## src/obj_pkg.sv

```systemverilog
/*
 * obj_pkg
 * constants and pixel type shared by the sprite line engine:
 * frame table size, line width, graphics ROM format
 */
`default_nettype none

package obj_pkg;

    localparam int TABLE_AW = 10;   // 1024 table entries
    localparam int LINE_W   = 384;  // visible pixels per line
    localparam int HPOS_W   = 9;
    localparam int ROM_AW   = 21;   // {code_mn, vsub, half}
    localparam int ROM_DW   = 32;   // 8 pixels of 4 bpp, nibble 0 leftmost

    localparam logic [3:0] TRANSP_COLOR = 4'd15;

    // one line buffer location
    typedef struct packed {
        logic [2:0] prio;
        logic [4:0] pal;
        logic [3:0] color;  // raw ROM nibble
    } obj_pix_t;

    localparam obj_pix_t PIX_EMPTY = '1;  // nothing drawn here

endpackage

`default_nettype wire

```

## src/obj_ifs.sv

```systemverilog
/*
 * sprite engine interfaces
 * obj_table_if: scanner reads one table entry per address
 * obj_draw_if: tile-row draw requests from scanner to renderer
 */
`timescale 1ns/1ns
`default_nettype none


interface obj_draw_if;
    logic                       start;  // single pulse, only while idle
    logic                       idle;
    logic [15:0]                code;   // code_mn, tile already picked
    logic [15:0]                attr;   // {4'd0, vsub, attr low byte}
    logic [obj_pkg::HPOS_W-1:0] hpos;
    logic [2:0]                 prio;

    // code/attr/hpos/prio stay put from start until idle comes back
    modport master (output start, code, attr, hpos, prio, input idle);
    modport slave  (input start, code, attr, hpos, prio, output idle);
endinterface

`default_nettype wire

```

## src/obj_draw.sv

```systemverilog
/*
 * obj_draw
 * tile row renderer: two ROM reads per row, then 16 pixel writes
 * into the back line buffer, transparent and off-line pixels dropped
 */
`timescale 1ns/1ns
`default_nettype none

module obj_draw (
    input  wire                        clk,
    input  wire                        rst,
    obj_draw_if.slave                  dr,
    output logic                       rom_cs,
    output logic [obj_pkg::ROM_AW-1:0] rom_addr,
    input  wire  [obj_pkg::ROM_DW-1:0] rom_data,
    input  wire                        rom_ok,
    output logic                       we,
    output logic [obj_pkg::HPOS_W-1:0] waddr,
    output obj_pkg::obj_pix_t          wpix
);

    typedef enum logic [1:0] {S_IDLE, S_REQ, S_FETCH, S_WRITE} state_t;

    state_t                       st;
    logic                         half;   // 0 left 8 pixels, 1 right 8
    logic [3:0]                   k;      // screen pixel in the row
    logic [2*obj_pkg::ROM_DW-1:0] row;    // {right, left}
    logic [3:0]                   tidx;
    logic [3:0]                   color;
    logic [9:0]                   pos;

    assign rom_addr = {dr.code, dr.attr[11:8], half};
    assign dr.idle  = st == S_IDLE;
    assign tidx     = dr.attr[5] ? ~k : k;   // hflip shows 15-k
    assign color    = row[4*tidx +: 4];
    assign pos      = {1'b0, dr.hpos} + {6'd0, k};

    always_ff @(posedge clk) begin
        if (st == S_FETCH && rom_ok) begin
            if (half)
                row[2*obj_pkg::ROM_DW-1:obj_pkg::ROM_DW] <= rom_data;
            else
                row[obj_pkg::ROM_DW-1:0] <= rom_data;
        end
    end

    always_ff @(posedge clk or posedge rst) begin
        if (rst) begin
            st     <= S_IDLE;
            half   <= 1'b0;
            k      <= '0;
            rom_cs <= 1'b0;
            we     <= 1'b0;
            waddr  <= '0;
            wpix   <= obj_pkg::PIX_EMPTY;
        end else begin
            we <= 1'b0;
            case (st)
                S_IDLE: begin
                    if (dr.start) begin
                        half <= 1'b0;
                        st   <= S_REQ;
                    end
                end
                S_REQ: begin
                    rom_cs <= 1'b1;
                    st     <= S_FETCH;
                end
                S_FETCH: begin
                    if (rom_ok) begin          // cs held until the ROM answers
                        rom_cs <= 1'b0;
                        if (half) begin
                            k  <= '0;
                            st <= S_WRITE;
                        end else begin
                            half <= 1'b1;
                            st   <= S_REQ;
                        end
                    end
                end
                default: begin                 // S_WRITE, one pixel per clock
                    we    <= color != obj_pkg::TRANSP_COLOR && pos < obj_pkg::LINE_W;
                    waddr <= pos[obj_pkg::HPOS_W-1:0];
                    wpix  <= '{dr.prio, dr.attr[4:0], color};
                    k     <= k + 4'd1;
                    if (k == 4'd15)
                        st <= S_IDLE;
                end
            endcase
        end
    end

endmodule

`default_nettype wire

```

## src/flat_wrapper.sv

```systemverilog
// flat-port wrapper written by rule: the top's interface ports become plain ports
module obj_draw_flat 
  (clk, rst, rom_cs, rom_addr, rom_data, rom_ok, we, waddr, wpix, dr_start, dr_code, dr_attr, dr_hpos, dr_prio, dr_idle);
  obj_draw_if dr_i ();
  input  wire clk;
  input  wire rst;
  output logic rom_cs;
  output logic [obj_pkg::ROM_AW-1:0] rom_addr;
  input  wire  [obj_pkg::ROM_DW-1:0] rom_data;
  input  wire rom_ok;
  output logic we;
  output logic [obj_pkg::HPOS_W-1:0] waddr;
  output obj_pkg::obj_pix_t wpix;
  input wire logic [$bits(dr_i.start)-1:0] dr_start;
  input wire logic [$bits(dr_i.code)-1:0] dr_code;
  input wire logic [$bits(dr_i.attr)-1:0] dr_attr;
  input wire logic [$bits(dr_i.hpos)-1:0] dr_hpos;
  input wire logic [$bits(dr_i.prio)-1:0] dr_prio;
  output wire logic [$bits(dr_i.idle)-1:0] dr_idle;
  assign dr_i.start = dr_start;
  assign dr_i.code = dr_code;
  assign dr_i.attr = dr_attr;
  assign dr_i.hpos = dr_hpos;
  assign dr_i.prio = dr_prio;
  assign dr_idle = dr_i.idle;
  obj_draw u_core (.clk(clk), .rst(rst), .dr(dr_i), .rom_cs(rom_cs), .rom_addr(rom_addr), .rom_data(rom_data), .rom_ok(rom_ok), .we(we), .waddr(waddr), .wpix(wpix));
endmodule
```

## config.mk

```make
export PLATFORM = sky130hd
export DESIGN_NAME = obj_draw_flat
export DESIGN_NICKNAME = d
export VERILOG_FILES = /design/src/obj_pkg.sv /design/src/obj_ifs.sv /design/src/obj_draw.sv /design/src/flat_wrapper.sv
export SDC_FILE = /design/constraint.sdc
export NUM_CORES = 1
export LEC_CHECK = 0
export BUFFER_PORTS_ARGS = -buffer_cell sky130_fd_sc_hd__buf_2
export CORE_UTILIZATION = 53
export CTS_CLUSTER_DIAMETER = 80
export DETAILED_ROUTE_END_ITERATION = 6
export HOLD_SLACK_MARGIN = 0.1
export PLACE_DENSITY = 0.88
export SLEW_MARGIN = 30
export SYNTH_ARGS = -nofsm -noshare
export SYNTH_HDL_FRONTEND = slang
export SYNTH_SLANG_ARGS = --single-unit
```

## constraint.sdc

```tcl
create_clock -name clk -period 4.3 [get_ports clk]
set_input_delay 0.86 -clock clk [delete_from_list [all_inputs] [get_ports clk]]
set_output_delay 0.86 -clock clk [all_outputs]
set_load 0.01 [all_outputs]
```

==> flow_summary.yaml <==
timing:
  finClkSkew_ps: 9.71
  maxSlewViolCount: 0
  period_minus_slack_ps: 2770
  grt_setup_unrepaired: "false"
  setup_slack_ps: 1530
  worst_pin_slew_ps: 829
  max_clock_freq_mhz: 361
  tns_ps: 0
  finalSetupViolCount: 0
  slew_headroom: 0.448
  hold_violations: 0
  timing.final.crit_share: 0.644
  whs_ps: 483
die:
  die_h_um: 96.0
  initial_core_util: 0.559
  die_w_um: 96.0
  die_area_um2: 9210
  core_area_um2: 8380
  row_count: 33
  io_pins: 125
final_layout:
  final_util: 0.615
  final-instance-count-excl-fill: 549
  drive_gt1_frac: 0.297
  antenna_cells: 0
  fin_area_um2: 5150
  syn2layout_area_growth_pct: 10.0
  final_nets: 525
logic_synthesis:
  yosysTopAreaCell: "edfxtp_1"
  synth.avg_cell_area_um2: 12.0
  synth.most_common_cell: "edfxtp_1"
  synth_top_area_share: 0.410
  synth_edf_count: 64
  synth_area_leaders: "edfxtp_1 41%, dfrtp_1 9.6%, dfstp_2 6.7%"
  syn_inst: 389
  ys_seq_elements: 94
  postSynth.asyncResetShare: 0.319
  ys_seq_area_frac: 0.574
  ys.flop_type: "edfxtp_1"
  synth_nets: 475
  synth_common_cells: "64 x edfxtp_1, 33 x nand2_1, 25 x nor2_1"
  synth_area_um2: 4680
  yosysUniqueCellTypes: 52
  yosysWarnings: 0
placed_design:
  place_congestion: 0.897
  port_buffers: 78
  dp_slack_ps: 1460
  place_inst: 533
  hpwlAfterDp_um: 7160
  placed_cell_area_um2: 4970
detailed_routing:
  drc: 0
  wl_per_cell_um: 18.5
  totalWireLength_um: 10100
  dr.first_iter.drc_count: 562
  dr.pass1.iters: 6
  via_per_inst: 6.24
  vias: 3426
  ant_nets: 0
worst_hold_path:
  hold_end: "u_core.wpix[3]$_DFFE_PP1P_"
  min_from: "u_core.wpix[3]$_DFFE_PP1P_"
  min_path_type: "reg -> reg"
  worstHoldPathCells: 2
clock_tree:
  cts_tree: "yes"
  numCtsBuffers: 9
  clkTransAtPathRegs_ps: 100
  cts_setup_buffers: 0
  cts_root_buffer: "clkbuf_8"
  ctsHoldBuffers: 0
  clock_latency_ps: 380
  cts_resized: 0
  htree_levels: 3
  clock_path_buffers: 2
  clock-sinks: 94
flow_run:
  maxCapViolations: 0
setup_path:
  worst_path_largest_cell_delay_ps: 870
  timing.rr.end: "u_core.waddr[8]$_DFFE_PP0P_"
  endpoint_kind: "register"
  r2r_setup_slack_ps: 1530
  crit_path_start_kind: "register"
  cp_max_fo: 19
  crit_slowest_cell: "dfrtp_1"
  reg2regPathDepth: 9
  crit_chain: "inv_2 -> fa_1 -> nor2b_1 -> o21a_1 -> or2_2 -> and2_1 -> nand4_1 -> xor2_1 -> o21ai_0"
  cp_num_buf_inv: 1
  arrival_ps: 3060
  rr_startpoint: "u_core.k[1]$_DFFE_PP0P_"
  critPathTopFamily: "flip-flops"
  crit_required_ps: 4590
  crit_type: "reg -> reg"
power:
  vdd_drop_max_v: 0.000333
  power_leakage_nw: 2.00
  pwr_density_cell_nw_per_um2: 607
  total_power_mw: 3.13
global_routing:
  grt_pass1_wl_um: 16000
  antenna_found_initial: 0
  grt_pass1_vias: 3371
  globalRouteOverflowTotal: 0
  grt_usage: 0.236
  grt_max_degree: 33
status:
  outcome: "complete, no violations"
-- final cells by class --
cell class                      count  area (µm²)
Timing Repair Buffer               83         428
Fill cell                         674        3230
Multi-Input combinational cell    241        1690
Clock buffer                        9         124
Clock inverter                      7        55.1
Sequential cell                    94        2690
Tap cell                          105         131
Inverter                           10        37.5
-- logic make-up (layout without fill, tap and decap cells) --
| logic type | after synthesis | count (layout) | synth area share |
|---|---|---|---|
| AND/OR/NAND/NOR | 92 | 92 | 0.0887 |
| buffers and inverters | 54 | 109 | 0.0665 |
| multiplexers | 34 | 34 | 0.0938 |
| XOR/XNOR | 9 | 9 | 0.0168 |
| AO/OA/AOI/OAI | 100 | 100 | 0.142 |
| flip-flops | 94 | 94 | 0.574 |
| adder cells (fa/ha/maj) | 6 | 6 | 0.0176 |
-- cells in the final DEF, fill, tap and decap left out, types with 3 or more instances in the layout --
cell      count
a21oi_1      15
nor3_1        6
mux4_2        4
inv_1         8
inv_6         4
nor2_1       25
nand2_1      33
nand3_1       6
o211ai_1      7
buf_2        78
or2_2         3
mux2_2       12
a221oi_1      5
nand2b_1      5
a31oi_1       3
nor2b_1       3
o21a_1        3
xor2_1        7
and3_1        4
edfxtp_1     64
ha_1          5
buf_4         5
clkbuf_8      9
dfrtp_1      18
dfstp_2      12
a22o_1        3
o22a_1        3
mux2i_1      15
o221ai_1      6
o22ai_1      22
o21ai_0      18
-- worst max-delay path by stage --
stage / endpoint / depth (start not counted) / from
6_report: u_core.waddr[8]$_DFFE_PP0P_ / 9 / u_core.k[1]$_DFFE_PP0P_
5_1_grt: u_core.we$_DFF_PP0_ / 9 / u_core.k[1]$_DFFE_PP0P_
4_1_cts: u_core.waddr[8]$_DFFE_PP0P_ / 9 / u_core.k[1]$_DFFE_PP0P_
3_5_place_dp: u_core.wpix[0]$_DFFE_PP1P_ / 8 / dr_attr[5]
3_3_place_gp: u_core.wpix[0]$_DFFE_PP1P_ / 8 / dr_attr[5]
2_1_floorplan: u_core.row[0]$_DFFE_PP_ / 2 / rom_ok
-- flip-flops by register name (all words and copies together), names as in the netlist --
signal / flops
u_core.row: 64
u_core.wpix: 12
u_core.waddr: 9
u_core.k: 4
u_core.st: 2
u_core.half: 1
u_core.rom_cs: 1
u_core.we: 1
-- power by group --
group / switching, mW / internal [mW] / total (mW)
combinational: 0.677 / 0.530 / 1.21
clock: 0.325 / 0.219 / 0.544
sequential: 0.195 / 1.18 / 1.38
-- per-layer routing --
metal | vias to the layer above | part of all wire | track usage
met5 | - | 0 | 0
met4 | 0 | 0.026 | 0.0958
met3 | 40 | 0.098 | 0.0648
met2 | 229 | 0.49 | 0.403
met1 | 1609 | 0.39 | 0.280
li1 | 1548 | - | -
-- tightest hold or removal path: stages, from the launching register on --
cell	delay, ps
dfstp_2	380
nand2_1	50
nand2_1	50
Note: power is estimated with default switching activity, not from simulation.
