===== src/obj_pkg.sv =====
/*
 * obj_pkg
 * constants and pixel type shared by the sprite line engine:
 * frame table size, line width, graphics ROM format
 */
`default_nettype none

package obj_pkg;

    localparam int TABLE_AW = 10;   // 1024 table entries
    localparam int LINE_W   = 384;  // visible pixels per line
    localparam int HPOS_W   = 9;
    localparam int ROM_AW   = 21;   // {code_mn, vsub, half}
    localparam int ROM_DW   = 32;   // 8 pixels of 4 bpp, nibble 0 leftmost

    localparam logic [3:0] TRANSP_COLOR = 4'd15;

    // one line buffer location
    typedef struct packed {
        logic [2:0] prio;
        logic [4:0] pal;
        logic [3:0] color;  // raw ROM nibble
    } obj_pix_t;

    localparam obj_pix_t PIX_EMPTY = '1;  // nothing drawn here

endpackage

`default_nettype wire


===== src/obj_ifs.sv =====
/*
 * sprite engine interfaces
 * obj_table_if: scanner reads one table entry per address
 * obj_draw_if: tile-row draw requests from scanner to renderer
 */
`timescale 1ns/1ns
`default_nettype none

interface obj_table_if;
    logic [obj_pkg::TABLE_AW-1:0] addr;  // entry index, data one clock later
    logic [15:0]                  x;
    logic [15:0]                  y;
    logic [15:0]                  code;
    logic [15:0]                  attr;

    modport master (output addr, input x, y, code, attr);
    modport slave  (input addr, output x, y, code, attr);
endinterface

interface obj_draw_if;
    logic                       start;  // single pulse, only while idle
    logic                       idle;
    logic [15:0]                code;   // code_mn, tile already picked
    logic [15:0]                attr;   // {4'd0, vsub, attr low byte}
    logic [obj_pkg::HPOS_W-1:0] hpos;
    logic [2:0]                 prio;

    // code/attr/hpos/prio stay put from start until idle comes back
    modport master (output start, code, attr, hpos, prio, input idle);
    modport slave  (input start, code, attr, hpos, prio, output idle);
endinterface

`default_nettype wire


===== src/obj_scan.sv =====
/*
 * obj_scan
 * walks the frame table once per line from entry 0, tests each object
 * against the next line and expands it into 16-pixel tile row draws
 */
`timescale 1ns/1ns
`default_nettype none

module obj_scan (
    input  wire         clk,
    input  wire         rst,
    input  wire         flip,
    input  wire  [8:0]  vrender,    // line about to be drawn
    input  wire         start,      // one pulse per line
    obj_table_if.master tbl,
    obj_draw_if.master  dr,
    output logic        done
);

    typedef enum logic [2:0] {
        S_IDLE,
        S_WAIT,     // table read in flight
        S_CHECK,    // entry valid, terminator test
        S_MATCH,    // tile_match registering
        S_ZONE,
        S_ISSUE,    // waits here on dr.idle
        S_COL,
        S_NEXT
    } state_t;

    state_t      st;
    logic [8:0]  vrenderf;
    logic [3:0]  n;         // column count
    logic [3:0]  npos;      // column screen slot, reversed with hflip
    logic [9:0]  eff_x;
    logic [3:0]  tile_m;
    logic [3:0]  tile_n;
    logic        vflip;
    logic        hflip;
    logic        term;
    logic [3:0]  vsub;
    logic        inzone;
    logic [15:0] code_mn;

    assign tile_m = tbl.attr[15:12];
    assign tile_n = tbl.attr[11:8];
    assign vflip  = tbl.attr[6];
    assign hflip  = tbl.attr[5];
    assign term   = tbl.y[15] || tbl.attr[15:8] == 8'hff;
    assign eff_x  = tbl.x[9:0] + {2'b0, npos, 4'd0};
    assign done   = st == S_IDLE;

    obj_tile_match u_match (
        .clk      (clk),
        .obj_code (tbl.code),
        .tile_m   (tile_m),
        .tile_n   (tile_n),
        .n        (n),
        .vflip    (vflip),
        .vrenderf (vrenderf),
        .obj_y    (tbl.y[8:0]),
        .vsub     (vsub),
        .inzone   (inzone),
        .code_mn  (code_mn)
    );

    always_ff @(posedge clk or posedge rst) begin
        if (rst) begin
            st       <= S_IDLE;
            tbl.addr <= '0;
            vrenderf <= '0;
            n        <= '0;
            npos     <= '0;
            dr.start <= 1'b0;
            dr.code  <= '0;
            dr.attr  <= '0;
            dr.hpos  <= '0;
            dr.prio  <= '0;
        end else begin
            dr.start <= 1'b0;
            case (st)
                S_IDLE: st <= S_IDLE;
                S_WAIT: st <= S_CHECK;
                S_CHECK: begin
                    n    <= 4'd0;
                    npos <= hflip ? tile_n : 4'd0;  // mirrored objects start right
                    st   <= term ? S_IDLE : S_MATCH;
                end
                S_MATCH: st <= S_ZONE;
                S_ZONE:  st <= inzone ? S_ISSUE : S_NEXT;  // skip off-line objects
                S_ISSUE: begin
                    if (eff_x[9]) begin
                        st <= S_COL;                 // clipped column, no draw
                    end else if (dr.idle) begin
                        dr.start <= 1'b1;
                        dr.code  <= code_mn;
                        dr.attr  <= {4'd0, vsub, tbl.attr[7:0]};
                        dr.hpos  <= eff_x[8:0];
                        dr.prio  <= tbl.x[15:13];
                        st       <= S_COL;
                    end
                end
                S_COL: begin
                    if (n == tile_n) begin
                        st <= S_NEXT;
                    end else begin
                        n    <= n + 4'd1;
                        npos <= hflip ? npos - 4'd1 : npos + 4'd1;
                        st   <= S_MATCH;             // new code_mn for this column
                    end
                end
                S_NEXT: begin
                    if (&tbl.addr) begin
                        st <= S_IDLE;                // past the last entry
                    end else begin
                        tbl.addr <= tbl.addr + 1'b1;
                        st       <= S_WAIT;
                    end
                end
                default: st <= S_IDLE;
            endcase
            // new line wins over whatever was going on
            if (start) begin
                st       <= S_WAIT;
                tbl.addr <= '0;
                vrenderf <= vrender ^ {1'b0, {8{flip}}};
                dr.start <= 1'b0;
            end
        end
    end

endmodule

`default_nettype wire


===== src/obj_tile_match.sv =====
/*
 * obj_tile_match
 * vertical zone test for one object against the next line,
 * picks the tile row and builds the tile code for one column
 */
`timescale 1ns/1ns
`default_nettype none

module obj_tile_match (
    input  wire         clk,
    input  wire  [15:0] obj_code,
    input  wire  [3:0]  tile_m,     // extra rows
    input  wire  [3:0]  tile_n,     // extra columns
    input  wire  [3:0]  n,          // current column
    input  wire         vflip,
    input  wire  [8:0]  vrenderf,
    input  wire  [8:0]  obj_y,
    output logic [3:0]  vsub,
    output logic        inzone,
    output logic [15:0] code_mn
);

    logic [8:0] dy;
    logic [8:0] height;
    logic [3:0] m;
    logic [3:0] col;

    always_comb begin
        dy     = vrenderf - obj_y;               // wraps mod 512
        height = {1'b0, tile_m, 4'd0} + 9'd16;   // (tile_m+1)*16 lines
        m      = vflip ? tile_m - dy[7:4] : dy[7:4];
        col    = (n > tile_n) ? tile_n : n;      // column stays inside the object
    end

    always_ff @(posedge clk) begin
        inzone  <= dy < height;
        vsub    <= vflip ? ~dy[3:0] : dy[3:0];
        // nibbles wrap on their own, upper byte untouched
        code_mn <= {obj_code[15:8], obj_code[7:4] + m, obj_code[3:0] + col};
    end

endmodule

`default_nettype wire


===== src/flat_wrapper.sv =====
// flat-port wrapper written by rule: the top's interface ports become plain ports
module obj_scan_flat 
  (clk, rst, flip, vrender, start, done, tbl_addr, tbl_x, tbl_y, tbl_code, tbl_attr, dr_start, dr_code, dr_attr, dr_hpos, dr_prio, dr_idle);
  obj_table_if tbl_i ();
  obj_draw_if dr_i ();
  input  wire clk;
  input  wire rst;
  input  wire flip;
  input  wire  [8:0] vrender;
  input  wire start;
  output logic done;
  output wire logic [$bits(tbl_i.addr)-1:0] tbl_addr;
  input wire logic [$bits(tbl_i.x)-1:0] tbl_x;
  input wire logic [$bits(tbl_i.y)-1:0] tbl_y;
  input wire logic [$bits(tbl_i.code)-1:0] tbl_code;
  input wire logic [$bits(tbl_i.attr)-1:0] tbl_attr;
  output wire logic [$bits(dr_i.start)-1:0] dr_start;
  output wire logic [$bits(dr_i.code)-1:0] dr_code;
  output wire logic [$bits(dr_i.attr)-1:0] dr_attr;
  output wire logic [$bits(dr_i.hpos)-1:0] dr_hpos;
  output wire logic [$bits(dr_i.prio)-1:0] dr_prio;
  input wire logic [$bits(dr_i.idle)-1:0] dr_idle;
  assign tbl_addr = tbl_i.addr;
  assign tbl_i.x = tbl_x;
  assign tbl_i.y = tbl_y;
  assign tbl_i.code = tbl_code;
  assign tbl_i.attr = tbl_attr;
  assign dr_start = dr_i.start;
  assign dr_code = dr_i.code;
  assign dr_attr = dr_i.attr;
  assign dr_hpos = dr_i.hpos;
  assign dr_prio = dr_i.prio;
  assign dr_i.idle = dr_idle;
  obj_scan u_core (.clk(clk), .rst(rst), .flip(flip), .vrender(vrender), .start(start), .tbl(tbl_i), .dr(dr_i), .done(done));
endmodule

===== config.mk =====
export PLATFORM = sky130hd
export DESIGN_NAME = obj_scan_flat
export DESIGN_NICKNAME = d
export VERILOG_FILES = /design/src/obj_pkg.sv /design/src/obj_ifs.sv /design/src/obj_scan.sv /design/src/obj_tile_match.sv /design/src/flat_wrapper.sv
export SDC_FILE = /design/constraint.sdc
export NUM_CORES = 1
export LEC_CHECK = 0
export ABC_AREA = 0
export BUFFER_PORTS_ARGS = -buffer_cell sky130_fd_sc_hd__buf_2
export CORE_ASPECT_RATIO = 1.5
export CORE_UTILIZATION = 53
export CTS_BUF_LIST = sky130_fd_sc_hd__clkbuf_4 sky130_fd_sc_hd__clkbuf_8 sky130_fd_sc_hd__clkbuf_16
export DETAILED_ROUTE_END_ITERATION = 8
export PLACE_DENSITY = 0.82
export SYNTH_ARGS = -nofsm -noshare
export SYNTH_HDL_FRONTEND = slang
export SYNTH_SLANG_ARGS = --single-unit

===== constraint.sdc =====
create_clock -name clk -period 4.1 [get_ports clk]
set_clock_uncertainty 0.1 [all_clocks]
set_input_delay 0.615 -clock clk [delete_from_list [all_inputs] [get_ports clk]]
set_output_delay 0.615 -clock clk [all_outputs]
set_load 0.05 [all_outputs]

==> reports/qor.yml, run 1 <==
diodes: 0
use_met2_pct: 44.1
cts_tree: "built"
min_period_over_period_pct: 92.0
vias: 3594
status: "finished, final reports clean"
timing.max_cap.violations: 0
period_needed_ns: 3.77
ys.flop_type: "dfrtp_1"
gr-total-overflow: 0
slew_headroom_pct: 25.7
drt_iter0_markers: 139
cp.arrival_ns: 3.95
crit_chain: "inv_1, ha_1, inv_1, fa_1, a21oi_1, o21bai_1, xnor2_2, inv_1, ha_1, fa_1, mux2i_2, ha_1, a21o_1, a21oi_1, xnor2_1, xnor2_1, xnor2_1"
path_clk_slew_ns: 0.06
wl_per_cell_um: 14.8
async_reset_ff_share_pct: 77.2
die_w_um: 79.9
synth.distinct_cells: 47
io_pins: 134
antenna_found_initial: 0
ctsLongestPathBuffers: 2
worst-path-max-fanout: 2
grt_use_met3_pct: 4.75
crit_required_ns: 4.28
use_met1_pct: 22.8
crit_path_max_incr_delay_ns: 0.45
p_per_area_nw_per_um2: 681
die-area_um2: 9490
avgSynthCellArea_um2: 11.0
start_util_pct: 54.6
grt_busiest_layer: "met2"
grt_max_degree: 55
cts.sinks: 92
grt_pass1_wl_mm: 16.6
grt_pass1_vias: 3713
p_leak_nw: 2.92
grt.total_usage_pct: 23.1
layoutNonFillerInstCount: 674
cp_slowest_cell: "fa_1"
drtPass1Iterations: 6
cp.buffers_inverters: 3
mostFrequentLayoutCells: "buf_2 (120), dfrtp_1 (71), mux2_2 (40)"
final_util_pct: 65.4
core_um2: 8830
hold_violations: 0
netlist_top_cells_area: "dfrtp_1 (37%), mux2_2 (9.3%), ha_1 (9.1%)"
port_buffers: 120
rsz0062_at_grt: "no"
via_per_inst: 5.33
synth_largest_area_cell: "dfrtp_1"
ys_seq_elements: 92
rows: 42
syn_area_um2: 4820
drcViolationCount: 0
nets: 678
die_h_um: 119
dp_hpwl_mm: 7.53
area_delta_synth_final_pct: 19.8
hold_class: "input port to flip-flop"
final_common_cell: "buf_2"
clk_latency_ns: 0.34
post-cts-setup-buffers: 0
ys_seq_area_share_pct: 45.6
layout-drive-gt1-share_pct: 33.2
wl_mm: 9.95
syn_inst: 440
h-tree-depth: 3
slew_viol_final: 0
finalSetupViolations: 0
max_slew.worst_pin.slew_ns: 1.11
ir_drop_uv: 396
path_delay_family: "adder cells"
cts_made_buffers: 9
synth_edf_count: 0
start_kind: "flip-flop"
drtAntennaViolNets: 0
synth_top_area_share_pct: 36.8
root_buffer: "clkbuf_16"
power_mw: 3.93
clock.fmax_ghz: 0.265
path_class: "flip-flop to flip-flop"
placed_cells: 658
endpoint_kind: "flip-flop"
place_congestion: 0.828
ys_warn_count: 0
## cell usage after synthesis, types with 7 or more instances
cell,n
a21o_1,7
a21oi_1,29
clkbuf_1,10
dfrtp_1,71
dfxtp_1,21
ha_1,35
inv_1,34
mux2_2,40
mux2i_1,8
nand2_1,12
nand3_1,11
nor2_1,32
o21ai_0,16
xnor2_1,27
xor2_1,16
## cell families (layout without fill, tap and decap cells)
logic type	Yosys count	count (layout)	share of synthesized area, %
xor gates and xnor gates	43	43	7.81
AOI/OAI and AO/OA	71	71	9.13
and+or+nand+nor	89	89	9.31
other	1	4	0.0777
adders and majority gates	41	41	11.6
DFF	92	92	45.6
muxes	50	50	11.5
buffers and inverters	53	174	5.08
## metal layers
| layer | share of wire, % | vias up | wire [µm] |
|---|---|---|---|
| met5 | 0 | - | 0 |
| met4 | 2.7 | 0 | 265 |
| met3 | 4.0 | 19 | 395 |
| met2 | 57 | 87 | 5640 |
| met1 | 37 | 1755 | 3650 |
| li1 | - | 1733 | - |
## stage by stage
stage / cell area, µm² / setup slack [ns] / setup TNS (ns) / hold WS (ns)
final: 5780 / 0.328 / 0 / 0.266
after detailed placement: 5490 / -0.0708 / -0.0708 / 0.347
after global routing: 5780 / 0.0385 / 0 / 0.257
after CTS: 5770 / 0.202 / 0 / 0.258
after floorplan: 4830 / 0.391 / 0 / 0.324
after global placement: 5490 / 0.103 / 0 / 0.328
## cell type report
type,instances,area [µm²]
inverters,34,128
fillers,709,3050
clock inverters,5,35.0
clock buffers,11,246
multi-input cells,298,2400
repair buffers,124,631
flip-flops and latches,92,2200
well taps,110,138
## worst paths after layout
kind / from / endpoint / slack [ns] / cells after the start
max in group asynchronous: rst / u_core.dr.attr[11] / 2.56 / 3
hold reg to reg: u_core.u_match.code_mn[4] / u_core.dr.code[4] / 0.36 / 1
setup reg to reg: u_core.vrenderf[0] / u_core.u_match.code_mn[7] / 0.33 / 17
hold / removal: tbl_code[13] / u_core.u_match.code_mn[13] / 0.27 / 1
setup / recovery: u_core.vrenderf[0] / u_core.u_match.code_mn[7] / 0.33 / 17
min in group asynchronous: rst / u_core.dr.hpos[2] / 0.46 / 2
## report_power, final
group          switching (mW)  total, mW  internal [mW]
registers               0.157       1.36           1.20
logic                    1.19       1.79          0.596
clock network           0.349      0.786          0.436
## flip-flops by register name, summed over array words and instances, names as in the netlist
| register | count |
|---|---|
| u_core.dr.code | 16 |
| u_core.u_match.code_mn | 16 |
| u_core.dr.attr | 12 |
| u_core.tbl.addr | 10 |
| u_core.dr.hpos | 9 |
| u_core.vrenderf | 9 |
| u_core.n | 4 |
| u_core.npos | 4 |
| u_core.u_match.vsub | 4 |
| u_core.dr.prio | 3 |
| u_core.st | 3 |
| u_core.dr.start | 1 |
| u_core.u_match.inzone | 1 |
## timing repair
item / 4_1_cts / 5_1_grt
hold buffers: 0 / 0
endpoints found under the setup margin: 0 / 1
gates resized for setup: 0 / 2
(Power assumes the default switching activity.)
==> inputs of run 2 (changes only) <==
PLACE_DENSITY = 0.81   (was 0.82)
SYNTH_HIERARCHICAL = 1   (was unset)
==> reports/qor.yml, run 2 <==
status: "finished, final reports clean"
slew_headroom_pct: 53.7
drcViolationCount: 0
synth.distinct_cells: 60
timing.max_cap.violations: 0
synth.most_common_cell: "dfrtp_1"
worst-path-max-fanout: 2
clock.fmax_ghz: 0.257
cp_slowest_cell: "fa_1"
async_reset_ff_share_pct: 77.2
drtPass1Iterations: 4
ctsLongestPathBuffers: 2
synth_simple_gate_area_share_pct: 11.6
crit_chain: "inv_1, ha_1, fa_1, nand2b_1, a21boi_2, buf_4, nor3_1, or2_2, inv_1, ha_1, fa_1, mux2i_2, ha_1, a21o_1, a21oi_2, xnor2_1, xnor2_1, xnor2_1"
die-area_um2: 9990
dp_hpwl_mm: 7.55
area_delta_synth_final_pct: 21.5
slew_viol_final: 0
placed_cell_area_um2: 5820
power_mw: 4.13
io_pins: 134
endpoint_kind: "flip-flop"
hold_class: "input port to async pin"
crit_required_ns: 4.26
syn_area_um2: 5080
port_buffers: 120
ys_warn_count: 6
reg2reg_depth: 18
vias: 3775
root_buffer: "clkbuf_16"
drt_iter0_markers: 143
clkPwrFrac_pct: 21.9
synth_top_family_by_area: "multiplexers"
avgSynthCellArea_um2: 11.2
p_int_mw: 2.44
path_clk_slew_ns: 0.06
synth_common_cells: "dfrtp_1 (71), ha_1 (35), nor2_1 (31)"
n_fill_cell: 724
start_kind: "flip-flop"
wl_mm: 10.0
clk_latency_ns: 0.34
synth_top_area_share_pct: 35.0
core_um2: 9250
grt_pass1_vias: 3807
final_common_cell: "buf_2"
cts_made_buffers: 9
grt_max_degree: 47
sw_frac_of_total_pct: 40.8
p_sw_mw: 1.69
p_leak_nw: 3.19
crit_path_max_incr_delay_ns: 0.44
diodes: 0
synthMuxAreaShare_pct: 11.8
gr-total-overflow: 0
die_h_um: 122
place_congestion: 0.784
rows: 43
synth_compound_area_share_pct: 9.95
mostFrequentLayoutCells: "buf_2 (120), dfrtp_1 (71), ha_1 (34)"
p_per_area_nw_per_um2: 669
grt.total_usage_pct: 21.5
ir_drop_uv: 564
nets: 704
ys.flop_type: "dfrtp_1"
netlist_top_cells_area: "dfrtp_1 (35%), ha_1 (8.6%), mux2_4 (8.6%)"
antenna_found_initial: 0
synth_largest_area_cell: "dfrtp_1"
drtAntennaViolNets: 0
whs_ns: 0.265
ys_seq_elements: 92
die_w_um: 82.0
r2r_slack_ns: 0.21
cts.sinks: 92
min_period_over_period_pct: 94.8
wl_per_cell_um: 14.3
finalSetupViolations: 0
cp.arrival_ns: 4.05
ys_seq_area_share_pct: 43.2
cts_tree: "built"
layout-drive-gt1-share_pct: 34.2
synth_xor_area_share_pct: 8.10
start_util_pct: 54.9
synth_edf_count: 0
hold_violations: 0
path_class: "flip-flop to flip-flop"
final_util_pct: 66.7
syn_inst: 455
h-tree-depth: 3
grt_pass1_wl_mm: 16.4
tns_ns: 0
post-route-cell-area_um2: 6170
pwr-share-comb_pct: 45.4
power_frac_seq_pct: 32.7
period_needed_ns: 3.89
ctsHoldBuffers: 0
top_regs: "u_core/dr.code x16, u_core/u_match/code_mn x16, u_core/dr.attr x12"
synth_fa_ha_area_share_pct: 11.0
via_per_inst: 5.38
max_slew.worst_pin.slew_ns: 0.695
[run 2: cell count changes after synthesis, sizes merged, moves of 4 or more]
cell	previous run	this run
mux2	42	38
clkbuf	10	1
inv	34	30
a21oi	29	25
nor3	6	10
xor2	16	20
buf	9	15
nand2	12	21
[run 2: layer usage]
layer | GRT usage [%] | share of wire, % | vias up
li1 | - | - | 1842
met1 | 24.0 | 41 | 1794
met4 | 9.10 | 2.2 | 0
met2 | 38.2 | 51 | 119
met3 | 4.49 | 5.8 | 20
met5 | 0 | 0 | -
[run 2: timing repair]
item	4_1_cts	5_1_grt
setup endpoints to repair	0	1
resized for setup	0	4
setup buffers	0	0
[run 2: cells by family after synthesis]
group	Yosys count
AND/OR/NAND/NOR	109
flip-flops	92
AO/OA/AOI/OAI	76
XOR/XNOR	47
buffers and inverters	46
multiplexers	43
adder cells (fa/ha/maj)	41
other	1
[run 2: critical path, delay by kind of cell, from the launching register on]
kind / cells / cell delay, ns
fa+ha+maj: 5 / 1.48
simple gates: 3 / 0.50
compound gates: 3 / 0.48
mux: 1 / 0.20
buf+inv: 3 / 0.24
xor+xnor: 3 / 0.46
flops: 1 / 0.34
[run 2: path summary, 6_finish.rpt]
kind                                         from                        end
hold / removal                                rst          u_core/dr.prio[2]
setup reg to reg               u_core/vrenderf[0]  u_core/u_match/code_mn[7]
hold reg to reg            u_core/u_match/vsub[1]          u_core/dr.attr[9]
max in group asynchronous                     rst          u_core/dr.hpos[3]
setup / recovery               u_core/vrenderf[0]  u_core/u_match/code_mn[7]
min in group clk                      tbl_code[8]  u_core/u_match/code_mn[8]
[run 2: through the flow]
stage	setup WS, ns	instances
detailed placement	-0.116	686
global route	-0.00544	702
floorplan	0.0939	458
global placement	-0.0512	686
CTS	0.192	702
finish	0.214	702
[run 2: final cells by class]
| cell class | count | area, µm² | area share (%) |
|---|---|---|---|
| inverters | 30 | 113 | 1.82 |
| repair buffers | 132 | 691 | 11.2 |
| clock inverters | 6 | 93.8 | 1.52 |
| well taps | 112 | 140 | 2.27 |
| flip-flops and latches | 92 | 2200 | 35.6 |
| multi-input cells | 320 | 2700 | 43.7 |
| clock buffers | 10 | 239 | 3.87 |
[run 2: power by group through the flow]
| stage | Sequential [mW] | Clock, mW | Combinational (mW) |
|---|---|---|---|
| after floorplan | 1.96 | 0 | 0.828 |
| after global placement | 1.35 | 0 | 1.81 |
| after detailed placement | 1.37 | 0 | 1.86 |
| after CTS | 1.35 | 0.928 | 1.87 |
| after global routing | 1.39 | 0.969 | 2.03 |
| final | 1.35 | 0.903 | 1.88 |
